==> src/verilog/sd_isa_pkg.sv <==
package sd_isa_pkg;

    localparam int OP_W     = 4;
    localparam int PC_W     = 12;
    localparam int ACC_W    = 12;
    localparam int SR_COUNT = 8;
    localparam int SR_IDX_W = 3;
    localparam int SR_ADDR0 = 0;    // sr[0..3] hold the block address, msb first

    typedef enum logic [OP_W-1:0] {
        jnz = 4'h0,     // jump if acc != 0
        js  = 4'h1,     // jump if acc negative
        add = 4'h2,
        mov = 4'h3,
        tx  = 4'h4,     // send imm
        ta  = 4'h5,     // send acc
        lt  = 4'h6,     // send sr[imm]
        ra  = 4'h7,     // receive into acc, sign extended
        rs  = 4'h8,     // receive and stream out
        cs  = 4'h9,     // toggle chip select
        stb = 4'ha,     // acc |= imm
        rsb = 4'hb,     // acc &= ~imm
        wsr = 4'hc,     // sr[imm] = acc
        rsr = 4'hd,     // acc = sr[imm]
        ccd = 4'he,     // fast spi clock
        hlt = 4'hf      // wait for request
    } opcode_t;

    typedef logic [PC_W-1:0]  pc_t;
    typedef logic [ACC_W-1:0] acc_t;

    typedef struct packed {
        acc_t    imm;
        opcode_t op;
    } inst_t;

    typedef struct packed {
        opcode_t op;
        logic    acc_we;
        logic    sr_we;
        logic    sr_from_load;  // sr write data from load byte, else acc
    } acc_ctl_t;

    typedef struct packed {
        acc_ctl_t   ctl;
        acc_t       imm;
        logic [7:0] load_byte;
    } acc_cmd_t;

endpackage

==> src/verilog/sd_link_pkg.sv <==
package sd_link_pkg;

    typedef logic [7:0] spi_byte_t;
    typedef logic [7:0] div_t;
    typedef logic [8:0] sector_idx_t;

    localparam div_t DIV_SLOW = 8'd128;   // init clock, well under 400 kHz
    localparam div_t DIV_FAST = 8'd3;

    typedef struct packed {
        logic [31:0] addr;      // block address
    } sd_req_t;

    typedef struct packed {
        sector_idx_t idx;
        spi_byte_t   data;
    } sector_byte_t;

endpackage

==> src/verilog/sd_accumulator.sv <==
module sd_accumulator (
    input  logic                   iclk,
    input  logic                   en,
    input  sd_isa_pkg::acc_ctl_t   acc_cmd,
    input  sd_isa_pkg::acc_t       imm,
    input  sd_link_pkg::spi_byte_t load_byte,
    output sd_isa_pkg::acc_t       acc,
    output logic                   acc_zero,
    output logic                   acc_neg,
    output sd_link_pkg::spi_byte_t sr_rd
);
    import sd_isa_pkg::*;

    logic [7:0]          sr [SR_COUNT];
    logic [SR_IDX_W-1:0] sr_idx;

    assign sr_idx = imm[SR_IDX_W-1:0];

    always_ff @(posedge iclk or negedge en)
    begin
        if (!en)
            acc <= '0;
        else if (acc_cmd.acc_we)
        begin
            case (acc_cmd.op)
            add:     acc <= acc + imm;
            mov:     acc <= imm;
            stb:     acc <= acc | imm;
            rsb:     acc <= acc & ~imm;
            rsr:     acc <= acc_t'(sr[sr_idx]);
            ra:      acc <= {{4{load_byte[7]}}, load_byte};  // sign extend
            default: acc <= acc;
            endcase
        end
    end

    always_ff @(posedge iclk)
    begin
        if (acc_cmd.sr_we)
            sr[sr_idx] <= acc_cmd.sr_from_load ? load_byte : acc[7:0];
    end

    assign acc_zero = (acc == '0);
    assign acc_neg  = acc[ACC_W-1];
    assign sr_rd    = sr[sr_idx];

    // the program and the request path must only address existing registers
    assert property (@(posedge iclk) disable iff (!en)
        acc_cmd.sr_we |-> imm < SR_COUNT);

endmodule

==> src/verilog/sd_microcode_rom.sv <==
module sd_microcode_rom (
    input  sd_isa_pkg::pc_t   addr,
    output sd_isa_pkg::inst_t inst
);
    import sd_isa_pkg::*;

    always_comb
    begin
        case (addr)
        // clock sync, ten idle bytes
        12'h000: inst = {12'h00a, mov};
        12'h001: inst = {12'h0ff, tx};     // sync_loop
        12'h002: inst = {12'hfff, add};
        12'h003: inst = {12'h001, jnz};
        // cmd0, go idle
        12'h004: inst = {12'h000, cs};
        12'h005: inst = {12'h040, tx};
        12'h006: inst = {12'h000, tx};
        12'h007: inst = {12'h000, tx};
        12'h008: inst = {12'h000, tx};
        12'h009: inst = {12'h000, tx};
        12'h00a: inst = {12'h095, tx};
        12'h00b: inst = {12'h000, ra};     // cmd0_r1, wait for 0x01
        12'h00c: inst = {12'hfff, add};
        12'h00d: inst = {12'h00b, jnz};
        12'h00e: inst = {12'h000, cs};
        12'h00f: inst = {12'h0ff, tx};
        // cmd8, interface condition
        12'h010: inst = {12'h000, cs};
        12'h011: inst = {12'h048, tx};
        12'h012: inst = {12'h000, tx};
        12'h013: inst = {12'h000, tx};
        12'h014: inst = {12'h001, tx};
        12'h015: inst = {12'h0aa, tx};
        12'h016: inst = {12'h087, tx};
        12'h017: inst = {12'h000, ra};     // cmd8_r1
        12'h018: inst = {12'hfff, add};
        12'h019: inst = {12'h017, jnz};
        12'h01a: inst = {12'h0ff, tx};     // r7 tail, discarded
        12'h01b: inst = {12'h0ff, tx};
        12'h01c: inst = {12'h0ff, tx};
        12'h01d: inst = {12'h0ff, tx};
        12'h01e: inst = {12'h000, cs};
        12'h01f: inst = {12'h0ff, tx};
        // cmd55
        12'h020: inst = {12'h000, cs};     // app_loop
        12'h021: inst = {12'h077, tx};
        12'h022: inst = {12'h000, tx};
        12'h023: inst = {12'h000, tx};
        12'h024: inst = {12'h000, tx};
        12'h025: inst = {12'h000, tx};
        12'h026: inst = {12'h065, tx};
        12'h027: inst = {12'h000, ra};     // cmd55_r1
        12'h028: inst = {12'hfff, add};
        12'h029: inst = {12'h027, jnz};
        12'h02a: inst = {12'h000, cs};
        12'h02b: inst = {12'h0ff, tx};
        // acmd41 with hcs
        12'h02c: inst = {12'h000, cs};
        12'h02d: inst = {12'h069, tx};
        12'h02e: inst = {12'h040, tx};
        12'h02f: inst = {12'h000, tx};
        12'h030: inst = {12'h000, tx};
        12'h031: inst = {12'h000, tx};
        12'h032: inst = {12'h077, tx};
        12'h033: inst = {12'h000, ra};     // acmd41_r1
        12'h034: inst = {12'h033, js};
        12'h035: inst = {12'h0ff, tx};
        12'h036: inst = {12'h0ff, tx};
        12'h037: inst = {12'h0ff, tx};
        12'h038: inst = {12'h0ff, tx};
        12'h039: inst = {12'h000, cs};
        12'h03a: inst = {12'h0ff, tx};
        12'h03b: inst = {12'h020, jnz};    // still idle, retry app_loop
        // fast clock, mark card ready
        12'h03c: inst = {12'h000, ccd};
        12'h03d: inst = {12'h001, mov};
        12'h03e: inst = {12'h004, wsr};
        // cmd17, single block read
        12'h03f: inst = {12'h000, cs};     // read_block
        12'h040: inst = {12'h051, tx};
        12'h041: inst = {12'h000, rsr};
        12'h042: inst = {12'h000, ta};
        12'h043: inst = {12'h001, rsr};
        12'h044: inst = {12'h000, ta};
        12'h045: inst = {12'h002, rsr};
        12'h046: inst = {12'h000, ta};
        12'h047: inst = {12'h003, rsr};
        12'h048: inst = {12'h000, ta};
        12'h049: inst = {12'h0ff, tx};
        12'h04a: inst = {12'h000, ra};     // cmd17_r1, wait for zero
        12'h04b: inst = {12'h04a, jnz};
        12'h04c: inst = {12'h000, ra};     // token_wait, 0xfe
        12'h04d: inst = {12'h002, add};
        12'h04e: inst = {12'h04c, jnz};
        12'h04f: inst = {12'h200, mov};
        12'h050: inst = {12'hfff, add};    // data_loop
        12'h051: inst = {12'h000, rs};
        12'h052: inst = {12'h050, jnz};
        12'h053: inst = {12'h0ff, tx};     // crc, dropped
        12'h054: inst = {12'h0ff, tx};
        12'h055: inst = {12'h000, cs};
        12'h056: inst = {12'h0ff, tx};
        // wait for the next request
        12'h057: inst = {12'h000, hlt};
        12'h058: inst = {12'hfff, mov};
        12'h059: inst = {12'h03f, jnz};
        default: inst = {12'h000, add};
        endcase
    end

endmodule

==> src/verilog/sd_sequencer.sv <==
module sd_sequencer (
    input  logic                      iclk,
    input  logic                      en,
    input  logic                      req_valid,
    output logic                      req_ready,
    input  sd_link_pkg::sd_req_t      req,
    output logic                      byte_valid,
    input  logic                      byte_ready,
    output sd_link_pkg::sector_byte_t byte_out,
    output sd_isa_pkg::pc_t           pc,
    input  sd_isa_pkg::inst_t         inst,
    output sd_isa_pkg::acc_cmd_t      acc_cmd,
    input  sd_isa_pkg::acc_t          acc,
    input  logic                      acc_zero,
    input  logic                      acc_neg,
    input  sd_link_pkg::spi_byte_t    sr_rd,
    output sd_link_pkg::div_t         div,
    output logic                      tx_valid,
    input  logic                      tx_ready,
    output sd_link_pkg::spi_byte_t    tx_byte,
    input  logic                      rx_valid,
    input  sd_link_pkg::spi_byte_t    rx_byte,
    output logic                      spi_cs
);
    import sd_isa_pkg::*;
    import sd_link_pkg::*;

    typedef enum logic [1:0] {st_fetch, st_load, st_xfer, st_store} state_t;

    state_t      state;
    logic        halted;
    logic [2:0]  addr_left;     // address bytes still to copy into sr
    logic [31:0] addr_q;
    spi_byte_t   rx_q;

    // the pc holds during a transfer, so inst.op is the transfer kind
    always_ff @(posedge iclk or negedge en)
    begin
        if (!en)
        begin
            state     <= st_fetch;
            pc        <= '0;
            halted    <= 1'b0;
            addr_left <= '0;
            spi_cs    <= 1'b1;
            div       <= DIV_SLOW;
        end
        else
        begin
            case (state)
            st_fetch:
                case (inst.op)
                jnz: pc <= acc_zero ? pc + 1'b1 : inst.imm;
                js:  pc <= acc_neg ? inst.imm : pc + 1'b1;
                tx, ta, lt, ra, rs: state <= st_load;
                cs:
                begin
                    spi_cs <= ~spi_cs;
                    pc     <= pc + 1'b1;
                end
                ccd:
                begin
                    div <= DIV_FAST;
                    pc  <= pc + 1'b1;
                end
                hlt:
                    if (addr_left != 0)
                    begin
                        addr_left <= addr_left - 1'b1;
                        if (addr_left == 3'd1)
                            pc <= pc + 1'b1;    // last address byte written
                    end
                    else if (halted && req_valid)
                    begin
                        halted    <= 1'b0;
                        addr_left <= 3'd4;
                    end
                    else
                        halted <= 1'b1;
                default: pc <= pc + 1'b1;
                endcase
            st_load:
                if (tx_ready)
                    state <= st_xfer;
            st_xfer:
                if (rx_valid)
                    state <= st_store;
            st_store:
                if (inst.op != rs || byte_ready)
                begin
                    state <= st_fetch;
                    pc    <= pc + 1'b1;
                end
            endcase
        end
    end

    always_ff @(posedge iclk)
    begin
        if (state == st_xfer && rx_valid)
            rx_q <= rx_byte;
        if (req_valid && req_ready)
            addr_q <= req.addr;
        else if (addr_left != 0)
            addr_q <= addr_q << 8;  // next byte to the top
    end

    assign req_ready  = halted;
    assign tx_valid   = (state == st_load);
    assign byte_valid = (state == st_store) && (inst.op == rs);
    assign byte_out   = '{idx: ~acc[8:0], data: rx_q};    // acc counts down from 0x1ff

    always_comb
    begin
        case (inst.op)
        tx:      tx_byte = inst.imm[7:0];
        ta:      tx_byte = acc[7:0];
        lt:      tx_byte = sr_rd;
        default: tx_byte = 8'hff;   // clock in a response byte
        endcase
    end

    always_comb
    begin
        acc_cmd           = '0;
        acc_cmd.ctl.op    = inst.op;
        acc_cmd.imm       = inst.imm;
        acc_cmd.load_byte = rx_q;
        if (state == st_fetch)
        begin
            acc_cmd.ctl.acc_we = inst.op inside {add, mov, stb, rsb, rsr};
            acc_cmd.ctl.sr_we  = (inst.op == wsr);
            if (inst.op == hlt && addr_left != 0)
            begin
                acc_cmd.ctl.sr_we        = 1'b1;
                acc_cmd.ctl.sr_from_load = 1'b1;
                acc_cmd.imm              = acc_t'(SR_ADDR0 + 4 - int'(addr_left));
                acc_cmd.load_byte        = addr_q[31:24];
            end
        end
        else if (state == st_store)
            acc_cmd.ctl.acc_we = (inst.op == ra);
    end

    // stream payload holds while the consumer stalls
    assert property (@(posedge iclk) disable iff (!en)
        byte_valid && !byte_ready |=> byte_valid && $stable(byte_out));

    // one byte in flight, so a new byte only ever meets an idle engine
    assert property (@(posedge iclk) disable iff (!en) tx_valid |-> tx_ready);

endmodule

==> src/verilog/sd_spi_reader.sv <==
module sd_spi_reader (
    input  logic                      iclk,
    input  logic                      en,
    input  logic                      req_valid,
    output logic                      req_ready,
    input  sd_link_pkg::sd_req_t      req,
    output logic                      byte_valid,
    input  logic                      byte_ready,
    output sd_link_pkg::sector_byte_t byte_out,
    output logic                      spi_cs,
    output logic                      spi_clk,
    output logic                      spi_mosi,
    input  logic                      spi_miso
);
    import sd_isa_pkg::*;
    import sd_link_pkg::*;

    pc_t       pc;
    inst_t     inst;
    acc_cmd_t  acc_cmd;
    acc_t      acc;
    logic      acc_zero;
    logic      acc_neg;
    spi_byte_t sr_rd;
    div_t      div;
    logic      tx_valid;
    logic      tx_ready;
    spi_byte_t tx_byte;
    logic      rx_valid;
    spi_byte_t rx_byte;

    sd_sequencer sd_sequencer_i (
        .iclk       (iclk),
        .en         (en),
        .req_valid  (req_valid),
        .req_ready  (req_ready),
        .req        (req),
        .byte_valid (byte_valid),
        .byte_ready (byte_ready),
        .byte_out   (byte_out),
        .pc         (pc),
        .inst       (inst),
        .acc_cmd    (acc_cmd),
        .acc        (acc),
        .acc_zero   (acc_zero),
        .acc_neg    (acc_neg),
        .sr_rd      (sr_rd),
        .div        (div),
        .tx_valid   (tx_valid),
        .tx_ready   (tx_ready),
        .tx_byte    (tx_byte),
        .rx_valid   (rx_valid),
        .rx_byte    (rx_byte),
        .spi_cs     (spi_cs)
    );

    sd_microcode_rom sd_microcode_rom_i (
        .addr (pc),
        .inst (inst)
    );

    sd_accumulator sd_accumulator_i (
        .iclk      (iclk),
        .en        (en),
        .acc_cmd   (acc_cmd.ctl),
        .imm       (acc_cmd.imm),
        .load_byte (acc_cmd.load_byte),
        .acc       (acc),
        .acc_zero  (acc_zero),
        .acc_neg   (acc_neg),
        .sr_rd     (sr_rd)
    );

    spi_byte_engine spi_byte_engine_i (
        .iclk     (iclk),
        .en       (en),
        .div      (div),
        .tx_valid (tx_valid),
        .tx_ready (tx_ready),
        .tx_byte  (tx_byte),
        .rx_valid (rx_valid),
        .rx_byte  (rx_byte),
        .spi_clk  (spi_clk),
        .spi_mosi (spi_mosi),
        .spi_miso (spi_miso)
    );

endmodule

==> src/verilog/spi_byte_engine.sv <==
module spi_byte_engine (
    input  logic                   iclk,
    input  logic                   en,
    input  sd_link_pkg::div_t      div,
    input  logic                   tx_valid,
    output logic                   tx_ready,
    input  sd_link_pkg::spi_byte_t tx_byte,
    output logic                   rx_valid,
    output sd_link_pkg::spi_byte_t rx_byte,
    output logic                   spi_clk,
    output logic                   spi_mosi,
    input  logic                   spi_miso
);
    import sd_link_pkg::*;

    div_t       half_cnt;
    logic       busy;
    logic [2:0] bit_cnt;
    spi_byte_t  tx_sh;
    logic       tick;

    assign tick     = busy && (half_cnt == div);   // end of a half period
    assign tx_ready = !busy;

    always_ff @(posedge iclk or negedge en)
    begin
        if (!en)
        begin
            busy     <= 1'b0;
            half_cnt <= '0;
            bit_cnt  <= '0;
            spi_clk  <= 1'b0;
            spi_mosi <= 1'b1;
            rx_valid <= 1'b0;
        end
        else
        begin
            rx_valid <= 1'b0;
            if (!busy)
            begin
                if (tx_valid)
                begin
                    busy     <= 1'b1;
                    half_cnt <= '0;
                    bit_cnt  <= '0;
                    spi_mosi <= tx_byte[7];   // msb out before first rise
                end
            end
            else if (!tick)
                half_cnt <= half_cnt + 1'b1;
            else
            begin
                half_cnt <= '0;
                spi_clk  <= ~spi_clk;
                if (spi_clk)
                begin
                    if (bit_cnt == 3'd7)
                    begin
                        busy     <= 1'b0;
                        rx_valid <= 1'b1;
                        spi_mosi <= 1'b1;     // idle high
                    end
                    else
                    begin
                        bit_cnt  <= bit_cnt + 1'b1;
                        spi_mosi <= tx_sh[6];
                    end
                end
            end
        end
    end

    always_ff @(posedge iclk)
    begin
        if (!busy && tx_valid)
            tx_sh <= tx_byte;
        else if (tick && spi_clk)
            tx_sh <= tx_sh << 1;
        if (tick && !spi_clk)
            rx_byte <= {rx_byte[6:0], spi_miso};    // sample on rising edge
    end

    // mode 0, the clock rests low between bytes
    assert property (@(posedge iclk) disable iff (!en) tx_ready |-> !spi_clk);

endmodule
==> config.mk <==
export PLATFORM = sky130hd
export DESIGN_NAME = sd_spi_reader
export DESIGN_NICKNAME = d
export VERILOG_FILES = /design/src/verilog/sd_isa_pkg.sv /design/src/verilog/sd_link_pkg.sv /design/src/verilog/sd_accumulator.sv /design/src/verilog/sd_microcode_rom.sv /design/src/verilog/sd_sequencer.sv /design/src/verilog/sd_spi_reader.sv /design/src/verilog/spi_byte_engine.sv
export SDC_FILE = /design/constraint.sdc
export NUM_CORES = 1
export LEC_CHECK = 0
export BUFFER_PORTS_ARGS = -buffer_cell sky130_fd_sc_hd__buf_2
export CORE_ASPECT_RATIO = 2
export CORE_MARGIN = 2
export CORE_UTILIZATION = 30
export DETAILED_ROUTE_END_ITERATION = 10
export MAX_ROUTING_LAYER = met4
export PLACE_DENSITY_LB_ADDON = 0.25
export SETUP_SLACK_MARGIN = 0.05
export SYNTH_ARGS = -nofsm -noshare
export SYNTH_HDL_FRONTEND = slang
export SYNTH_SLANG_ARGS = --single-unit
==> constraint.sdc <==
create_clock -name iclk -period 4.95 [get_ports iclk]
set_clock_uncertainty 0.05 [all_clocks]
set_input_delay 0.99 -clock iclk [delete_from_list [all_inputs] [get_ports iclk]]
set_output_delay 0.99 -clock iclk [all_outputs]
set_load 0.01 [all_outputs]
---- Yosys cells after proc, flatten, opt, wreduce, memory -nomap -nowiden ----
Memory sizes are Yosys's and may differ from the RTL's.
Cells that the tools add are included.
word-level totals
  input bits .............................. 37
  memories kept ........................... 2
  bits in registers ....................... 104
  bits in writable memories ............... 64
  output and inout bits ................... 22
  bits in latches ......................... 0
  memory bits (read-only) ................. 2048
cells by class
  bitwise gates (word level) .............. 7
  shift operators ......................... 0
  reduce and logical (&&, ||, !) cells .... 33
  order comparisons ....................... 0
  add/sub/neg operators ................... 6
  divide/modulo/power cells ............... 0
  $mul .................................... 0
  equal/unequal tests ..................... 32
  mux-type cells .......................... 51
memories
  name                 depth  bits a word  rd ports  clocked after memory_dff  wr ports  line                   source
  (name not given)     128    16           1         0                         0         sd_microcode_rom.sv:9  case (addr)
  sd_accumulator_i.sr  8      8            1         0                         1         sd_accumulator.sv:14   logic [7:0] sr [SR_COUNT];
operators with widths
  kind                                                                   count
  12-bit one-hot mux with 6 select lines                                 1
  32-bit two-way mux                                                     2
  12-bit two-way mux                                                     5
  12-bit one-hot mux with 4 select lines                                 1
  22-bit two-way mux                                                     2
  4-bit equality test, second input constant                             8
  8-bit two-way mux                                                      4
  12-bit one-hot mux with 2 select lines                                 1
  8-bit one-hot mux with 3 select lines                                  1
  3-bit two-way mux                                                      7
  1-bit two-way mux                                                      19
  4-bit by 3-bit equality test with 1-bit output, second input constant  4
  16-bit two-way mux                                                     1
  7-bit two-way mux                                                      2
  12-bit by 1-bit adder with 12-bit output, second input constant        1
  12-bit adder                                                           1
  12-bit bitwise AND                                                     1
  12-bit logical NOT                                                     1
  12-bit NOT                                                             1
  12-bit bitwise OR                                                      1
  2-bit inequality test, second input constant                           5
  9-bit NOT                                                              1
  3-bit AND reduction                                                    3
  8-bit by 1-bit adder with 8-bit output, second input constant          1
  other kinds (30)                                                       55

---- Longest topological paths before layout ----
An unclocked memory read counts as a cell.
  depth after elaboration ................. 10
  mapped depth ............................ 25

---- Hierarchy ----
From an unflattened synthesis, not the netlist that was laid out.
unflattened totals
  cell total of the unflattened synthesis .. 1123
  area, all modules ....................... 10991.8 um^2
by module, submodules not included
  module            seq. area each (um^2)  times used  area each (um^2)  cells an instance
  sd_accumulator    2222.1                 1           4460.5            402
  sd_sequencer      1729.2                 1           3475.8            330
  sd_microcode_rom  0.0                    1           1630.3            260
  spi_byte_engine   827.0                  1           1425.1            131

---- Least setup slack after synthesis ----
OpenSTA, ideal clock, no wires.
  path kind ............................... reg2reg
  start point ............................. reg sd_sequencer_i.pc[0]
  end point ............................... reg sd_accumulator_i.acc[10]
  data required time ...................... 4.824 ns
  setup slack ............................. -0.060 ns
  arrival time ............................ 4.884 ns
  period minus slack after synthesis ...... 5.010 ns
  setup time .............................. 0.076 ns
  stages on the path, launching flop included .. 24
  cells stage by stage .................... dfrtp_1 > buf_2 > inv_1 > ha_1 > buf_2 > a41o_1 > a311o_1 > a32o_2 > and4_1 > buf_2 > nand2_2 > mux2_4 > buf_4 > ha_1 > a21o_1 > a21o_1 > a21o_1 > a21oi_1 > o21ai_0 > a21o_1 > a21oi_1 > xor2_1 > a22o_1 > o21ai_1
on the way
  cells in the longest elaborated chain, start to end .. 9
ends and longest elaborated chain
  item                                                  line                   source
  from (decl)                                           sd_sequencer.sv:10     output sd_isa_pkg::pc_t pc,
  from (signal assigned)                                sd_sequencer.sv:53     jnz: pc <= acc_zero ? pc + 1'b1 : inst.imm;
  from (signal assigned)                                sd_sequencer.sv:54     js: pc <= acc_neg ? inst.imm : pc + 1'b1;
  from (signal assigned)                                sd_sequencer.sv:59     pc <= pc + 1'b1;
  memory 128 x 16 bit *                                 --
  16-bit two-way mux *                                  sd_microcode_rom.sv:9
  branches (longest 7 deep; another with 12-bit adder)  --
  to (signal assigned)                                  sd_accumulator.sv:26   add: acc <= acc + imm;
  to (signal assigned)                                  sd_accumulator.sv:29   rsb: acc <= acc & ~imm;
  to (signal assigned)                                  sd_accumulator.sv:30   rsr: acc <= acc_t'(sr[sr_idx]);
  to (decl)                                             sd_accumulator.sv:7    output sd_isa_pkg::acc_t acc,
Mark *: on every way between the ends.
A chain may end at the register's enable or synchronous reset.

---- Final worst setup path ----
Ends and elaborated chain as after synthesis.

==> impl_summary.log <==
INFO  metric synth.lib_cells_used.distinct = 95
INFO  metric number_of_nets_with_antenna_violations_after_detailed_routing = 0
INFO  metric min_path_type = register to register
INFO  metric final_cycle_share = 95.3%
INFO  metric start_util = 30.4%
INFO  metric dominantRegCellSynth = sky130_fd_sc_hd__edfxtp_1
INFO  metric clk_pin_slew_worst_paths = 0.08 ns
INFO  metric fin_worst_hold_slack = 0.404 ns
INFO  metric net_switching_power_figure = 0.708 mW
INFO  metric dr_total_vias = 10300
INFO  metric power.internal = 2.22 mW
INFO  metric clock_h_tree_levels = 4
INFO  metric die-width = 144 um
INFO  metric synth_warnings = 0
INFO  metric drt_pass1_iterations = 5
INFO  metric core = 0.0387 mm2
INFO  metric ctsLongestPathBuffers = 2
INFO  metric layout-drive-gt1-share = 21.7%
INFO  metric highest-signal-layer = met4
INFO  metric grt_overflow_total = 0
INFO  metric cp-start-kind = register
INFO  metric num_io_pins = 59
INFO  metric routedLengthMet1 = roughly 14000 um
INFO  metric rsz0062_at_grt = no
INFO  metric drt_drc_violations_left = 0
INFO  metric power_frac_seq = 51.7%
INFO  metric synth-seq-area-share = 40.7%
INFO  metric clock_period_minus_worst_slack = approximately 4.7 ns
INFO  metric ys_async_sr_fraction = 28.7%
INFO  metric worst-endpoint-required = 5.28 ns
INFO  metric powerDensity = 213 mW/mm2
INFO  metric setup-violations-final = 0
INFO  metric number_of_buffers_added_by_the_clock_tree_synthesis_step = 17
INFO  metric post-place-ws = approximately 0.12 ns
INFO  metric grt_antenna_before_repair = 0
INFO  metric routed_met2_length = roughly 23000 um
INFO  metric vias_per_cell = 5.55
INFO  metric die_h = 284 um
INFO  metric grt_use_total = 20.6%
INFO  metric cts_tree = done
INFO  metric root_buffer_master = sky130_fd_sc_hd__clkbuf_16
INFO  metric worst-slew-pin-transition = 1.14 ns
INFO  metric critPathMaxFanout = 6
INFO  metric antenna_diode_count = 0
INFO  metric post_drt_wl_per_cell = around 22 um
INFO  metric postLayoutCoreUtil = a little over a third
INFO  metric clock_tree_sinks = 167
INFO  metric largest_net_degree_at_the_start_of_global_routing = 57
INFO  metric global_route_wire_length_before_repair = 61600 um
INFO  metric synth_to_layout_area_growth = 16.9%
INFO  metric clk-insertion-delay-late = 0.45 ns
INFO  metric timing_worst_setup_path_type = register to register
INFO  metric number_of_buffer_cells_added_on_primary_ports = 58
INFO  metric final.setup.tns = 0 ns
INFO  metric yosys_register_bits = around 170
INFO  metric cellLeakagePower = between 5 and 6 nW
INFO  metric design.die.area = 0.0408 mm2
INFO  metric postCtsHoldBufs = 0
INFO  metric finalHoldViolations = 0
INFO  metric run_status = completed
INFO  metric synth_enable_flop_cells = 119
INFO  metric met3RoutedLength = 1190 um
INFO  metric post-route-worst-setup-slack = 0.232 ns
INFO  metric crit_path_end_kind = register
INFO  metric maxSlewViolCount = 0
INFO  metric global_placement_routability_congestion = 0.960
INFO  metric grt_pass1_vias = 10200
INFO  metric vdd.ir_drop.worst = 0.246 mV
INFO  metric totalWireLength = 40900 um
INFO  metric std_cell_rows = 102
INFO  metric swShare = 24.2%
INFO  metric mapped_avg_cell_area = between 9 and 10 um2
INFO  metric synthesis.instances = 1224
INFO  metric number_of_drc_markers_after_the_initial_detailed_route_iteration = 809
INFO  metric power_frac_comb = 1.7%
INFO  metric report.power.total = roughly 2.9 mW
INFO  metric syn-cell-area = 0.0117 mm2
INFO  metric cp.arrival = 5.05 ns
INFO  metric mappedNetlistNets = 1321
INFO  metric maxCapViolCount = 0
INFO  metric nets = 1413
INFO  metric place_hpwl = 29900 um
INFO  metric timing.fmax = between 200 and 250 MHz
INFO  metric power.share.clock = a little under half
INFO  metric worst_slew_margin_rel = 24.0%
## registers in the layout, summed over array words and instances (netlist names)
name                        cells
sd_accumulator_i.sr            64
sd_sequencer_i.addr_q          32
sd_accumulator_i.acc           12
sd_sequencer_i.pc              12
sd_sequencer_i.rx_q             8
spi_byte_engine_i.half_cnt      8
spi_byte_engine_i.rx_byte       8
spi_byte_engine_i.tx_sh         7
sd_sequencer_i.addr_left        3
spi_byte_engine_i.bit_cnt       3
sd_sequencer_i.div              2
sd_sequencer_i.state            2
sd_sequencer_i.req_ready        1
sd_sequencer_i.spi_cs           1
spi_byte_engine_i.busy          1
spi_byte_engine_i.rx_valid      1
spi_byte_engine_i.spi_clk       1
spi_byte_engine_i.spi_mosi      1
## path summary, 6_finish.rpt
kind	startpoint	slack, ns	depth (start not counted)	endpoint
hold / removal	spi_byte_engine_i.rx_byte[6]	0.40	0	spi_byte_engine_i.rx_byte[7]
min in group asynchronous	en	0.60	2	spi_byte_engine_i.half_cnt[6]
hold reg to reg	spi_byte_engine_i.rx_byte[6]	0.40	0	spi_byte_engine_i.rx_byte[7]
setup / recovery	sd_sequencer_i.pc[0]	0.23	23	sd_accumulator_i.acc[10]
setup reg to reg	sd_sequencer_i.pc[0]	0.23	23	sd_accumulator_i.acc[10]
max in group asynchronous	en	3.76	2	sd_sequencer_i.pc[3]
## per-stage QoR
step	cells	area, um2
after detailed placement	1810	13000
after CTS	1842	13600
after global placement	1810	13000
after floorplan	1224	11800
after global routing	1849	13700
final	1849	13700
## what timing repair did
item | 4_1_cts | 5_1_grt
resized for setup | 0 | 16
hold endpoints to repair | 0 | 0
buffers inserted | 0 | 7
endpoints found under the setup margin | 0 | 5
## cells in the mapped netlist (21+ instances only)
| library cell | number | area share, % |
|---|---|---|
| sky130_fd_sc_hd__a311oi_1 | 32 | 2.4 |
| sky130_fd_sc_hd__inv_1 | 78 | 2.5 |
| sky130_fd_sc_hd__buf_2 | 29 | 1.2 |
| sky130_fd_sc_hd__mux2i_1 | 35 | 3.0 |
| sky130_fd_sc_hd__a22oi_1 | 37 | 2.4 |
| sky130_fd_sc_hd__dfrtp_1 | 45 | 9.6 |
| sky130_fd_sc_hd__nor2_1 | 70 | 2.2 |
| sky130_fd_sc_hd__nand2b_1 | 31 | 1.7 |
| sky130_fd_sc_hd__o21ai_1 | 21 | 0.89 |
| sky130_fd_sc_hd__nor4_1 | 31 | 1.7 |
| sky130_fd_sc_hd__clkbuf_1 | 44 | 1.4 |
| sky130_fd_sc_hd__a21oi_1 | 49 | 2.1 |
| sky130_fd_sc_hd__nand2_1 | 78 | 2.5 |
| sky130_fd_sc_hd__o21ai_0 | 103 | 4.4 |
| sky130_fd_sc_hd__ha_1 | 59 | 6.3 |
| sky130_fd_sc_hd__mux2_2 | 30 | 2.9 |
| sky130_fd_sc_hd__nand3_1 | 48 | 2.0 |
| sky130_fd_sc_hd__edfxtp_1 | 119 | 30 |
## placed cells by master, fill, tap and decap left out, types with 5 or more instances in the layout
cell type	count
sky130_fd_sc_hd__a21boi_0	6
sky130_fd_sc_hd__a21o_1	13
sky130_fd_sc_hd__a21oi_1	47
sky130_fd_sc_hd__a22o_1	13
sky130_fd_sc_hd__a22oi_1	36
sky130_fd_sc_hd__a311oi_1	30
sky130_fd_sc_hd__a31oi_1	11
sky130_fd_sc_hd__and2_1	19
sky130_fd_sc_hd__and3_1	17
sky130_fd_sc_hd__buf_2	58
sky130_fd_sc_hd__buf_4	106
sky130_fd_sc_hd__clkbuf_16	17
sky130_fd_sc_hd__dfrtp_1	43
sky130_fd_sc_hd__edfxtp_1	119
sky130_fd_sc_hd__ha_1	58
sky130_fd_sc_hd__inv_1	77
sky130_fd_sc_hd__inv_8	5
sky130_fd_sc_hd__mux2_2	30
sky130_fd_sc_hd__mux2i_1	33
sky130_fd_sc_hd__nand2_1	78
sky130_fd_sc_hd__nand2b_1	30
sky130_fd_sc_hd__nand3_1	48
sky130_fd_sc_hd__nand4_1	7
sky130_fd_sc_hd__nor2_1	69
sky130_fd_sc_hd__nor2b_1	5
sky130_fd_sc_hd__nor3_1	14
sky130_fd_sc_hd__nor4_1	31
sky130_fd_sc_hd__o211ai_1	6
sky130_fd_sc_hd__o21a_1	7
sky130_fd_sc_hd__o21ai_0	101
sky130_fd_sc_hd__o21ai_1	23
sky130_fd_sc_hd__o221ai_1	7
sky130_fd_sc_hd__o22ai_1	9
sky130_fd_sc_hd__o311a_1	5
sky130_fd_sc_hd__o31ai_1	13
sky130_fd_sc_hd__or2_2	6
sky130_fd_sc_hd__xnor2_1	5
sky130_fd_sc_hd__xor2_1	10
## power groups by stage
stage / Sequential (mW) / Clock [mW] / Combinational (mW)
3_5_place_dp: 1.55 / 0 / 0.0511
4_1_cts: 1.51 / 1.39 / 0.0512
5_1_grt: 1.52 / 1.43 / 0.0554
2_1_floorplan: 1.54 / 0 / 0.0234
6_report: 1.51 / 1.37 / 0.0497
3_3_place_gp: 1.54 / 0 / 0.0507
## final cells by class
| cell class | instances | area (um2) |
|---|---|---|
| clock buffer | 17 | 425 |
| clock inverter | 15 | 179 |
| fill | 3918 | 24900 |
| inverter | 81 | 304 |
| multi-input combinational | 883 | 6260 |
| sequential | 167 | 4780 |
| tap | 520 | 651 |
| timing repair buffer | 166 | 1130 |
## worst max-delay path: stages (launching register included)
cell                        delay [ns]
sky130_fd_sc_hd__dfrtp_2          0.42
sky130_fd_sc_hd__inv_2            0.08
sky130_fd_sc_hd__ha_1             0.43
sky130_fd_sc_hd__inv_1            0.17
sky130_fd_sc_hd__o221ai_1         0.34
sky130_fd_sc_hd__a31oi_4          0.16
sky130_fd_sc_hd__buf_4            0.19
sky130_fd_sc_hd__a2bb2oi_4        0.20
sky130_fd_sc_hd__nor2_4           0.07
sky130_fd_sc_hd__nor2_1           0.13
sky130_fd_sc_hd__a21oi_2          0.06
sky130_fd_sc_hd__ha_1             0.21
sky130_fd_sc_hd__fa_1             0.42
sky130_fd_sc_hd__a21o_1           0.17
sky130_fd_sc_hd__a21o_1           0.18
sky130_fd_sc_hd__a21o_1           0.19
sky130_fd_sc_hd__a21oi_2          0.15
sky130_fd_sc_hd__buf_4            0.13
sky130_fd_sc_hd__o21ai_1          0.10
sky130_fd_sc_hd__a21o_1           0.19
sky130_fd_sc_hd__a21oi_1          0.17
sky130_fd_sc_hd__xor2_1           0.08
sky130_fd_sc_hd__a22o_1           0.23
sky130_fd_sc_hd__o21ai_1          0.10
## metal layers
metal | track usage, % | vias to the layer above
met4 | 12.2 | 0
met2 | 38.3 | 337
met1 | 20.1 | 5028
met5 | - | -
met3 | 2.06 | 136
li1 | - | 4755
## kinds of logic after synthesis
| group | synth area share [%] |
|---|---|
| buffers and inverters | 6.80 |
| AND/OR/NAND/NOR | 15.5 |
| multiplexers | 6.27 |
| flip-flops | 40.7 |
| XOR/XNOR | 1.12 |
| adder cells (fa/ha/maj) | 6.46 |
| AO/OA/AOI/OAI | 23.2 |
No activity file was read; power rests on OpenSTA's default activity.
